**config.mk**
```make
export PLATFORM = sky130hd
export DESIGN_NAME = front_end
export DESIGN_NICKNAME = d
export VERILOG_FILES = /design/src/common/frontend_pkg.sv /design/src/rtl/fetch_unit.sv /design/src/rtl/decode/rvc_expander.sv /design/src/rtl/decode/instr_decoder.sv /design/src/rtl/issue_unit.sv /design/src/rtl/front_end.sv
export VERILOG_INCLUDE_DIRS = /design/src /design/src/common
export SDC_FILE = /design/constraint.sdc
export NUM_CORES = 2
export LEC_CHECK = 0
export BUFFER_PORTS_ARGS = -buffer_cell sky130_fd_sc_hd__buf_4
export CORE_MARGIN = 4
export CORE_UTILIZATION = 45
export CTS_CLUSTER_DIAMETER = 120
export CTS_CLUSTER_SIZE = 12
export DETAILED_ROUTE_END_ITERATION = 16
export PLACE_DENSITY = 0.57
export SLEW_MARGIN = 15
export SYNTH_ARGS = -nofsm -noshare
export SYNTH_HDL_FRONTEND = slang
export SYNTH_SLANG_ARGS = --single-unit
```
**constraint.sdc**
```tcl
create_clock -name clk_i -period 9 [get_ports clk_i]
set_input_delay 0.9 -clock clk_i [delete_from_list [all_inputs] [get_ports clk_i]]
set_output_delay 0.9 -clock clk_i [all_outputs]
set_load 0.01 [all_outputs]
```
**src/common/frontend_defs.svh**
```systemverilog
`ifndef FRONTEND_DEFS_SVH
`define FRONTEND_DEFS_SVH

// Data path and address width
`define XLEN 32

// Width of a register index, 32 architectural registers
`define REG_ADDR_W 5

// First fetch address once reset is released
`define RESET_PC 32'h0000_0000

// ADDI x0, x0, 0
`define NOP_INSTR 32'h0000_0013

// Illegal instruction exception code
`define CAUSE_ILLEGAL 5'd2

`endif

```
**src/common/frontend_pkg.sv**
```systemverilog
`include "frontend_defs.svh"

package frontend_pkg;

    // Major opcodes handled by the decoder
    typedef enum logic [6:0] {
        OPC_OP     = 7'b0110011,
        OPC_OP_IMM = 7'b0010011,
        OPC_LUI    = 7'b0110111,
        OPC_BRANCH = 7'b1100011,
        OPC_JAL    = 7'b1101111
    } opcode_e;

    // Operation handed to the back end
    typedef enum logic [3:0] {
        UOP_ADD,
        UOP_SUB,
        UOP_AND,
        UOP_OR,
        UOP_XOR,
        UOP_SLT,
        UOP_SLL,
        UOP_SRL,
        UOP_LUI,
        UOP_BEQ,
        UOP_BNE,
        UOP_JAL,
        UOP_NOP
    } uop_e;

    typedef struct packed {
        logic             valid;
        logic [`XLEN-1:0] pc;
        logic [31:0]      instr;       // Raw memory word, low half for 16-bit instructions
        logic             compressed;
        logic             illegal;     // Fetched from an odd address
    } fetch_pkt_t;

    typedef struct packed {
        logic                   valid;
        logic [`XLEN-1:0]       pc;
        uop_e                   uop;
        logic [`REG_ADDR_W-1:0] rs1;
        logic [`REG_ADDR_W-1:0] rs2;
        logic [`REG_ADDR_W-1:0] rd;
        logic [`XLEN-1:0]       imm;
        logic                   use_imm;   // Second operand comes from imm
        logic                   compressed;
        logic                   exception;
    } dec_pkt_t;

    typedef struct packed {
        logic                   valid;
        logic [`XLEN-1:0]       pc;
        uop_e                   uop;
        logic [`REG_ADDR_W-1:0] rd;
        logic [`XLEN-1:0]       operand_a;
        logic [`XLEN-1:0]       operand_b;
        logic [`XLEN-1:0]       branch_target;
        logic                   compressed;
        logic                   exception;
        logic [4:0]             cause;
    } issue_pkt_t;

    // Fetch redirect from the back end, valid is a one-cycle strobe
    typedef struct packed {
        logic             valid;
        logic [`XLEN-1:0] target;
    } redirect_t;

    typedef struct packed {
        logic                   valid;
        logic [`REG_ADDR_W-1:0] rd;
        logic [`XLEN-1:0]       data;
    } wb_t;

endpackage : frontend_pkg

```
**src/rtl/fetch_unit.sv**
```systemverilog
`timescale 1ns/1ps
`include "frontend_defs.svh"

module fetch_unit (
    input  logic                     clk_i,
    input  logic                     rst_n_i,
    input  frontend_pkg::redirect_t  redirect_i,
    input  logic                     imem_valid_i,
    input  logic [`XLEN-1:0]         imem_data_i,
    output logic                     imem_req_o,
    output logic [`XLEN-1:0]         imem_addr_o,
    output frontend_pkg::fetch_pkt_t fetch_o
);
    import frontend_pkg::*;

    logic             run_q;       // High from the first edge after reset is released
    logic             started_q;   // Boot request already sent
    logic [`XLEN-1:0] req_pc_q;    // Address of the request in flight
    logic             resp_compressed;
    logic [`XLEN-1:0] seq_pc;
    fetch_pkt_t       fetch_q;

    // A 32-bit instruction has both low bits set
    assign resp_compressed = (imem_data_i[1:0] != 2'b11);

    assign seq_pc = req_pc_q + (resp_compressed ? `XLEN'(2) : `XLEN'(4));

    // One boot request, then exactly one new request per response
    assign imem_req_o = (run_q && !started_q) || imem_valid_i;

    always_comb begin
        if (redirect_i.valid) begin
            imem_addr_o = redirect_i.target;   // Redirect wins over the sequential path
        end else if (!started_q) begin
            imem_addr_o = `RESET_PC;
        end else begin
            imem_addr_o = seq_pc;
        end
    end

    always_ff @(posedge clk_i) begin
        if (!rst_n_i) begin
            run_q     <= 1'b0;
            started_q <= 1'b0;
            req_pc_q  <= `RESET_PC;
        end else begin
            run_q <= 1'b1;
            if (imem_req_o) begin
                started_q <= 1'b1;
                req_pc_q  <= imem_addr_o;
            end
        end
    end

    // Fetch stage register
    always_ff @(posedge clk_i) begin
        if (!rst_n_i) begin
            fetch_q.valid <= 1'b0;
        end else begin
            fetch_q.valid <= imem_valid_i && !redirect_i.valid;   // Wrong-path word is dropped
        end

        fetch_q.pc         <= req_pc_q;
        fetch_q.instr      <= imem_data_i;
        fetch_q.compressed <= resp_compressed;
        fetch_q.illegal    <= req_pc_q[0];   // Instructions sit on halfword boundaries
    end

    assign fetch_o = fetch_q;

endmodule : fetch_unit

```
**src/rtl/decode/rvc_expander.sv**
```systemverilog
`timescale 1ns/1ps
`include "frontend_defs.svh"

module rvc_expander (
    input  logic [15:0] half_i,
    output logic [31:0] expanded_o,
    output logic        illegal_o
);
    import frontend_pkg::*;

    logic [4:0]  rd;
    logic [4:0]  rs2;
    logic [11:0] ci_imm;    // Sign-extended 6-bit immediate of the CI format
    logic [20:0] cj_imm;    // Sign-extended jump offset of the CJ format

    assign rd  = half_i[11:7];
    assign rs2 = half_i[6:2];

    assign ci_imm = {{6{half_i[12]}}, half_i[12], half_i[6:2]};

    // Offset bits are scattered across the CJ format
    assign cj_imm = {{9{half_i[12]}}, half_i[12], half_i[8], half_i[10:9], half_i[6],
                     half_i[7], half_i[2], half_i[11], half_i[5:3], 1'b0};

    always_comb begin
        expanded_o = `NOP_INSTR;
        illegal_o  = 1'b0;

        case ({half_i[15:13], half_i[1:0]})
            // C.ADDI, which is C.NOP when rd is x0
            5'b000_01: begin
                expanded_o = {ci_imm, rd, 3'b000, rd, OPC_OP_IMM};
            end

            // C.LI becomes ADDI rd, x0, imm
            5'b010_01: begin
                expanded_o = {ci_imm, 5'd0, 3'b000, rd, OPC_OP_IMM};
            end

            // C.J becomes JAL x0, offset
            5'b101_01: begin
                expanded_o = {cj_imm[20], cj_imm[10:1], cj_imm[11], cj_imm[19:12],
                              5'd0, OPC_JAL};
            end

            5'b100_10: begin
                if (rs2 == 5'd0) begin
                    illegal_o = 1'b1;   // C.JR, C.JALR and C.EBREAK are not supported
                end else if (half_i[12]) begin
                    expanded_o = {7'b0000000, rs2, rd, 3'b000, rd, OPC_OP};     // C.ADD
                end else begin
                    expanded_o = {7'b0000000, rs2, 5'd0, 3'b000, rd, OPC_OP};   // C.MV
                end
            end

            default: begin
                illegal_o = 1'b1;
            end
        endcase
    end

endmodule : rvc_expander

```
**src/rtl/decode/instr_decoder.sv**
```systemverilog
`timescale 1ns/1ps
`include "frontend_defs.svh"

module instr_decoder (
    input  logic                     clk_i,
    input  logic                     rst_n_i,
    input  logic                     flush_i,
    input  frontend_pkg::fetch_pkt_t fetch_i,
    output frontend_pkg::dec_pkt_t   dec_o
);
    import frontend_pkg::*;

    logic [31:0]            exp_word;
    logic                   exp_illegal;
    logic [31:0]            instr;
    opcode_e                opcode;
    logic [2:0]             funct3;
    logic [6:0]             funct7;
    uop_e                   uop;
    logic [`REG_ADDR_W-1:0] rs1;
    logic [`REG_ADDR_W-1:0] rs2;
    logic [`REG_ADDR_W-1:0] rd;
    logic [`XLEN-1:0]       imm;
    logic                   use_imm;
    logic                   bad;       // Encoding outside the supported set
    logic                   exception;
    dec_pkt_t               dec_q;

    rvc_expander u_rvc_expander (
        .half_i     ( fetch_i.instr[15:0] ),
        .expanded_o ( exp_word            ),
        .illegal_o  ( exp_illegal         )
    );

    assign instr  = fetch_i.compressed ? exp_word : fetch_i.instr;
    assign opcode = opcode_e'(instr[6:0]);
    assign funct3 = instr[14:12];
    assign funct7 = instr[31:25];

    always_comb begin
        uop     = UOP_NOP;
        rs1     = instr[19:15];
        rs2     = instr[24:20];
        rd      = instr[11:7];
        imm     = '0;
        use_imm = 1'b0;
        bad     = 1'b0;

        case (opcode)
            OPC_OP: begin
                case (funct3)
                    3'b000:  uop = (funct7 == 7'b0100000) ? UOP_SUB : UOP_ADD;
                    3'b001:  uop = UOP_SLL;
                    3'b010:  uop = UOP_SLT;
                    3'b100:  uop = UOP_XOR;
                    3'b101:  uop = UOP_SRL;
                    3'b110:  uop = UOP_OR;
                    3'b111:  uop = UOP_AND;
                    default: bad = 1'b1;   // SLTU
                endcase
                // Only SUB may carry a non-zero funct7, which also rejects SRA
                if (!(funct7 == 7'b0000000 || (funct7 == 7'b0100000 && funct3 == 3'b000))) begin
                    bad = 1'b1;
                end
            end

            OPC_OP_IMM: begin
                rs2     = '0;
                use_imm = 1'b1;
                imm     = {{20{instr[31]}}, instr[31:20]};
                case (funct3)
                    3'b000:  uop = UOP_ADD;
                    3'b001:  uop = UOP_SLL;
                    3'b010:  uop = UOP_SLT;
                    3'b100:  uop = UOP_XOR;
                    3'b101:  uop = UOP_SRL;
                    3'b110:  uop = UOP_OR;
                    3'b111:  uop = UOP_AND;
                    default: bad = 1'b1;
                endcase
                if ((funct3 == 3'b001 || funct3 == 3'b101) && funct7 != 7'b0000000) begin
                    bad = 1'b1;   // SRAI and malformed shift encodings
                end
            end

            OPC_LUI: begin
                uop     = UOP_LUI;
                rs1     = '0;
                rs2     = '0;
                use_imm = 1'b1;
                imm     = {instr[31:12], 12'b0};
            end

            OPC_BRANCH: begin
                rd  = '0;   // These bits hold part of the offset
                imm = {{19{instr[31]}}, instr[31], instr[7], instr[30:25], instr[11:8], 1'b0};
                case (funct3)
                    3'b000:  uop = UOP_BEQ;
                    3'b001:  uop = UOP_BNE;
                    default: bad = 1'b1;
                endcase
            end

            OPC_JAL: begin
                uop = UOP_JAL;
                rs1 = '0;
                rs2 = '0;
                imm = {{11{instr[31]}}, instr[31], instr[19:12], instr[20], instr[30:21], 1'b0};
            end

            default: begin
                bad = 1'b1;
            end
        endcase
    end

    assign exception = bad || fetch_i.illegal || (fetch_i.compressed && exp_illegal);

    // Decode stage register
    always_ff @(posedge clk_i) begin
        if (!rst_n_i) begin
            dec_q.valid <= 1'b0;
        end else begin
            dec_q.valid <= fetch_i.valid && !flush_i;
        end

        dec_q.pc         <= fetch_i.pc;
        dec_q.uop        <= exception ? UOP_NOP : uop;
        dec_q.rs1        <= rs1;
        dec_q.rs2        <= rs2;
        dec_q.rd         <= exception ? '0 : rd;   // A trapping instruction writes nothing
        dec_q.imm        <= imm;
        dec_q.use_imm    <= use_imm;
        dec_q.compressed <= fetch_i.compressed;
        dec_q.exception  <= exception;
    end

    assign dec_o = dec_q;

endmodule : instr_decoder

```
**src/rtl/issue_unit.sv**
```systemverilog
`timescale 1ns/1ps
`include "frontend_defs.svh"

module issue_unit (
    input  logic                     clk_i,
    input  logic                     rst_n_i,
    input  logic                     flush_i,
    input  frontend_pkg::dec_pkt_t   dec_i,
    input  frontend_pkg::wb_t        wb_i,
    output frontend_pkg::issue_pkt_t issue_o
);
    import frontend_pkg::*;

    logic [`XLEN-1:0] rf_q [32];
    logic [`XLEN-1:0] rs1_val;
    logic [`XLEN-1:0] rs2_val;
    issue_pkt_t       issue_q;

    // Register read with x0 hard-wired and writeback forwarding
    function automatic logic [`XLEN-1:0] read_reg(input logic [`REG_ADDR_W-1:0] idx);
        logic [`XLEN-1:0] value;
        if (idx == '0) begin
            value = '0;
        end else if (wb_i.valid && wb_i.rd == idx) begin
            value = wb_i.data;
        end else begin
            value = rf_q[idx];
        end
        return value;
    endfunction

    always_ff @(posedge clk_i) begin
        if (wb_i.valid && wb_i.rd != '0) begin
            rf_q[wb_i.rd] <= wb_i.data;
        end
    end

    always_comb begin
        rs1_val = read_reg(dec_i.rs1);
        rs2_val = read_reg(dec_i.rs2);
    end

    // Issue register
    always_ff @(posedge clk_i) begin
        if (!rst_n_i) begin
            issue_q.valid <= 1'b0;
        end else begin
            issue_q.valid <= dec_i.valid && !flush_i;
        end

        issue_q.pc            <= dec_i.pc;
        issue_q.uop           <= dec_i.uop;
        issue_q.rd            <= dec_i.rd;
        issue_q.operand_a     <= (dec_i.uop == UOP_LUI) ? '0 : rs1_val;
        issue_q.operand_b     <= dec_i.use_imm ? dec_i.imm : rs2_val;
        issue_q.branch_target <= dec_i.pc + dec_i.imm;   // Meaningful for BEQ, BNE and JAL
        issue_q.compressed    <= dec_i.compressed;
        issue_q.exception     <= dec_i.exception;
        issue_q.cause         <= dec_i.exception ? `CAUSE_ILLEGAL : 5'd0;
    end

    assign issue_o = issue_q;

endmodule : issue_unit

```
**src/rtl/front_end.sv**
```systemverilog
`timescale 1ns/1ps
`include "frontend_defs.svh"

module front_end (
    input  logic                     clk_i,
    input  logic                     rst_n_i,
    input  frontend_pkg::redirect_t  redirect_i,
    input  logic                     imem_valid_i,
    input  logic [`XLEN-1:0]         imem_data_i,
    output logic                     imem_req_o,
    output logic [`XLEN-1:0]         imem_addr_o,
    input  frontend_pkg::wb_t        wb_i,
    output frontend_pkg::issue_pkt_t issue_o
);
    import frontend_pkg::*;

    fetch_pkt_t fetch_pkt;   // Fetch to decode
    dec_pkt_t   dec_pkt;     // Decode to issue

    fetch_unit u_fetch_unit (
        .clk_i        ( clk_i        ),
        .rst_n_i      ( rst_n_i      ),
        .redirect_i   ( redirect_i   ),
        .imem_valid_i ( imem_valid_i ),
        .imem_data_i  ( imem_data_i  ),
        .imem_req_o   ( imem_req_o   ),
        .imem_addr_o  ( imem_addr_o  ),
        .fetch_o      ( fetch_pkt    )
    );

    // A redirect flushes every younger stage at the same edge
    instr_decoder u_instr_decoder (
        .clk_i   ( clk_i            ),
        .rst_n_i ( rst_n_i          ),
        .flush_i ( redirect_i.valid ),
        .fetch_i ( fetch_pkt        ),
        .dec_o   ( dec_pkt          )
    );

    issue_unit u_issue_unit (
        .clk_i   ( clk_i            ),
        .rst_n_i ( rst_n_i          ),
        .flush_i ( redirect_i.valid ),
        .dec_i   ( dec_pkt          ),
        .wb_i    ( wb_i             ),
        .issue_o ( issue_o          )
    );

endmodule : front_end

```
==> run summary <==
outcome: completed
commonest cells after routing, fill and taps aside: 1024 x edfxtp_1, 356 x buf_4, 354 x mux2i_1, 352 x mux4_2, 317 x dfxtp_1
Post-Syn Area: 59500 µm²
clk_skew: 0.02868 ns
setup TNS: 0 ns
maximum fanout along the worst path: 48
H-tree levels: 4
Post-synth EDFFs: 1024
area leader, netlist: edfxtp_1
Root Buffer: clkbuf_16
Endpoint, Worst Hold: u_fetch_unit.fetch_o[23]$_DFF_P_
Starting Density: 45.26%
initial DRC count: 4234
PwrDens: 198.2 nW/µm²
post-synth cell types: 84
CTS Hold Bufs: 0
# port buffers: 279
Slew Viols, Final: 0
top cell type's share of synthesized area: 51.68%
RePlAce Congestion: 0.9015
layout cell share with drive strength beyond 1: 23.75%
grt total ovfl: 0
DIE AREA: 138100 µm²
post-CTS setup buffer count: 0
cells after synthesis: 3864
crit path DAT: 4.95 ns
peak supply drop: 0.1704 mV
worst-margin pin slew: 1.214 ns
Worst-path clk slew: 0.06 ns
Total Wirelength: 194400 µm
crit-path leading delay family: buffers and inverters
number of synthesized register bits: 1351
gr usage total: 27.76%
CTS tree: built
area added between synthesis and finish: 13.46%
initial antenna violation count: 9
dpl hpwl: 111400 µm
Hold WS: 0.2378 ns
final hold violations: 0
delay of the slowest cell on the worst path: 0.79 ns
detailed-route via count: 37840
FFs w/ async S/R, synth: 0%
Reg2Reg Depth: 10
unrepaired setup endpoints after global routing: false
PostCTS Resize Cnt: 0
# IOs: 284
Post-route DRC: 0
Synth area leaders: edfxtp_1 52%, mux4_2 13%, dfxtp_1 11%, mux2i_1 6.0%, a221oi_1 2.4%
Tot Pwr: 13.38 mW
drt pass-1 iters: 6
Die W: 371.6 µm
kind of critical path: flop to flop
Synth Warn #: 0
fmax: 0.2307 GHz
ANT nets after route: 0
origin of the critical flop-to-flop path: u_instr_decoder.dec_o[41]$_SDFF_PP0_
Hold Crit Class: input pin to flop
Row Count: 133
R2R Setup Slk: 4.67 ns
CTS Buf Count: 130
Slew headroom: 19.04%
Setup crit end kind: flop
hold path startpoint: imem_data_i[21]
commonest non-fill, non-tap cell in the layout: edfxtp_1
NumNets Final: 4262
P_leak: 21.72 nW
vias in the first global route: 37060
Period minus WS final: 4.335 ns
R2R Path End: u_issue_unit.issue_o[42]$_DFF_P_
routed len/inst: 32.60 µm
CP required: 9.61 ns
Bufs and invs on worst path: 2
average cell area after synthesis: 15.40 µm²
CORE AREA: 131500 µm²
post-synthesis sequential area ratio: 62.68%
CP max stage cell: buf_4
final setup vio count: 0
max_cap viols: 0
Die Height: 371.6 µm
top_reg_cell synth: edfxtp_1
hold path depth: 1
CP Cell Sequence: buf_4, nor2b_4, buf_4, a221oi_1, nor2_1, nor2_1, a221oi_1, o21ai_1, mux2i_1, o21ai_1
worst-skew pair later-pin latency: 0.77 ns
final worst-path cycle share: 48.16%
largest net degree at the start of global routing: 107
CTS sink cnt: 1351
vias per cell: 6.344
CP Launch Type: flop
CTS Buffer Depth: 3
first-pass GRT wire length: 271700 µm
## synth_stat cells, drive strengths merged (23+ instances only)
cell type  number
edfxtp       1024
mux2i         354
mux4          352
dfxtp         327
nor2          237
o21ai         224
nand2         216
a221oi        162
clkbuf        157
a21oi         137
buf           113
o211ai         66
a22oi          64
mux2           64
xor2           36
ha             33
a21o           29
nand3          29
a21boi         27
xnor2          26
inv            23
## area by class of cell
cell class	count	area, µm²
fillers	11040	63950
flip-flops and latches	1351	37330
multi-input cells	2255	21370
clock buffers	214	3717
repair buffers	360	2753
well taps	1755	2196
inverters	23	86.33
clock inverters	4	48.80
diodes	2	5.005
## worst max path at each step
| stage | start | endpoint | slack, ns | cells past startpoint |
|---|---|---|---|---|
| final | u_instr_decoder.dec_o[41]$_SDFF_PP0_ | u_issue_unit.issue_o[42]$_DFF_P_ | 4.67 | 10 |
| after global routing | imem_data_i[1] | imem_addr_o[28] | 4.56 | 12 |
| after CTS | imem_data_i[0] | imem_addr_o[28] | 4.69 | 12 |
| after detailed placement | imem_data_i[0] | imem_addr_o[28] | 4.71 | 12 |
| after global placement | imem_data_i[0] | imem_addr_o[28] | 4.76 | 12 |
| after floorplan | imem_data_i[0] | imem_addr_o[31] | 5.41 | 9 |
## registers in the layout (all words and copies together) (netlist names)
| signal | cells |
|---|---|
| u_fetch_unit.run_q | 1 |
| u_fetch_unit.fetch_o | 66 |
| u_issue_unit.rf_q | 1024 |
| u_instr_decoder.dec_o | 87 |
| u_fetch_unit.req_pc_q | 32 |
| u_fetch_unit.started_q | 1 |
| u_issue_unit.issue_o | 140 |
## power by group
group / internal [mW] / total, mW / switching (mW)
logic: 0.500 / 1.24 / 0.744
registers: 6.88 / 7.03 / 0.153
clock network: 2.81 / 5.10 / 2.30
## routing by layer
layer / routed length, µm / vias up / GRT usage, %
li1: - / 15920 / -
met1: 78330 / 19800 / 37.77
met2: 92280 / 1762 / 44.22
met3: 15580 / 352 / 5.367
met4: 8162 / 8 / 11.03
met5: 57 / - / 0
## logic make-up (layout without fill, tap and decap cells)
group           Yosys count  after routing  synth area share (%)
compound gates          766            766                 8.649
xor+xnor                 62             62                0.9126
fa+ha+maj                35             35                0.7612
buf+inv                 293            601                 2.092
flops                  1351           1351                 62.68
mux                     770            770                 20.49
other cells               1             38              0.006302
simple gates            586            586                 4.412
## through the flow
step / setup WS (ns) / std cells / instance area (µm²) / util (%)
final: 4.665 / 5964 / 67510 / 51.36
after global routing: 4.555 / 5964 / 67510 / 51.36
after CTS: 4.694 / 5962 / 67510 / 51.35
after detailed placement: 4.712 / 5744 / 63740 / 48.49
after global placement: 4.759 / 5744 / 63740 / 48.49
after floorplan: 5.413 / 3899 / 59630 / -
Power figures use the tool's default switching activity.
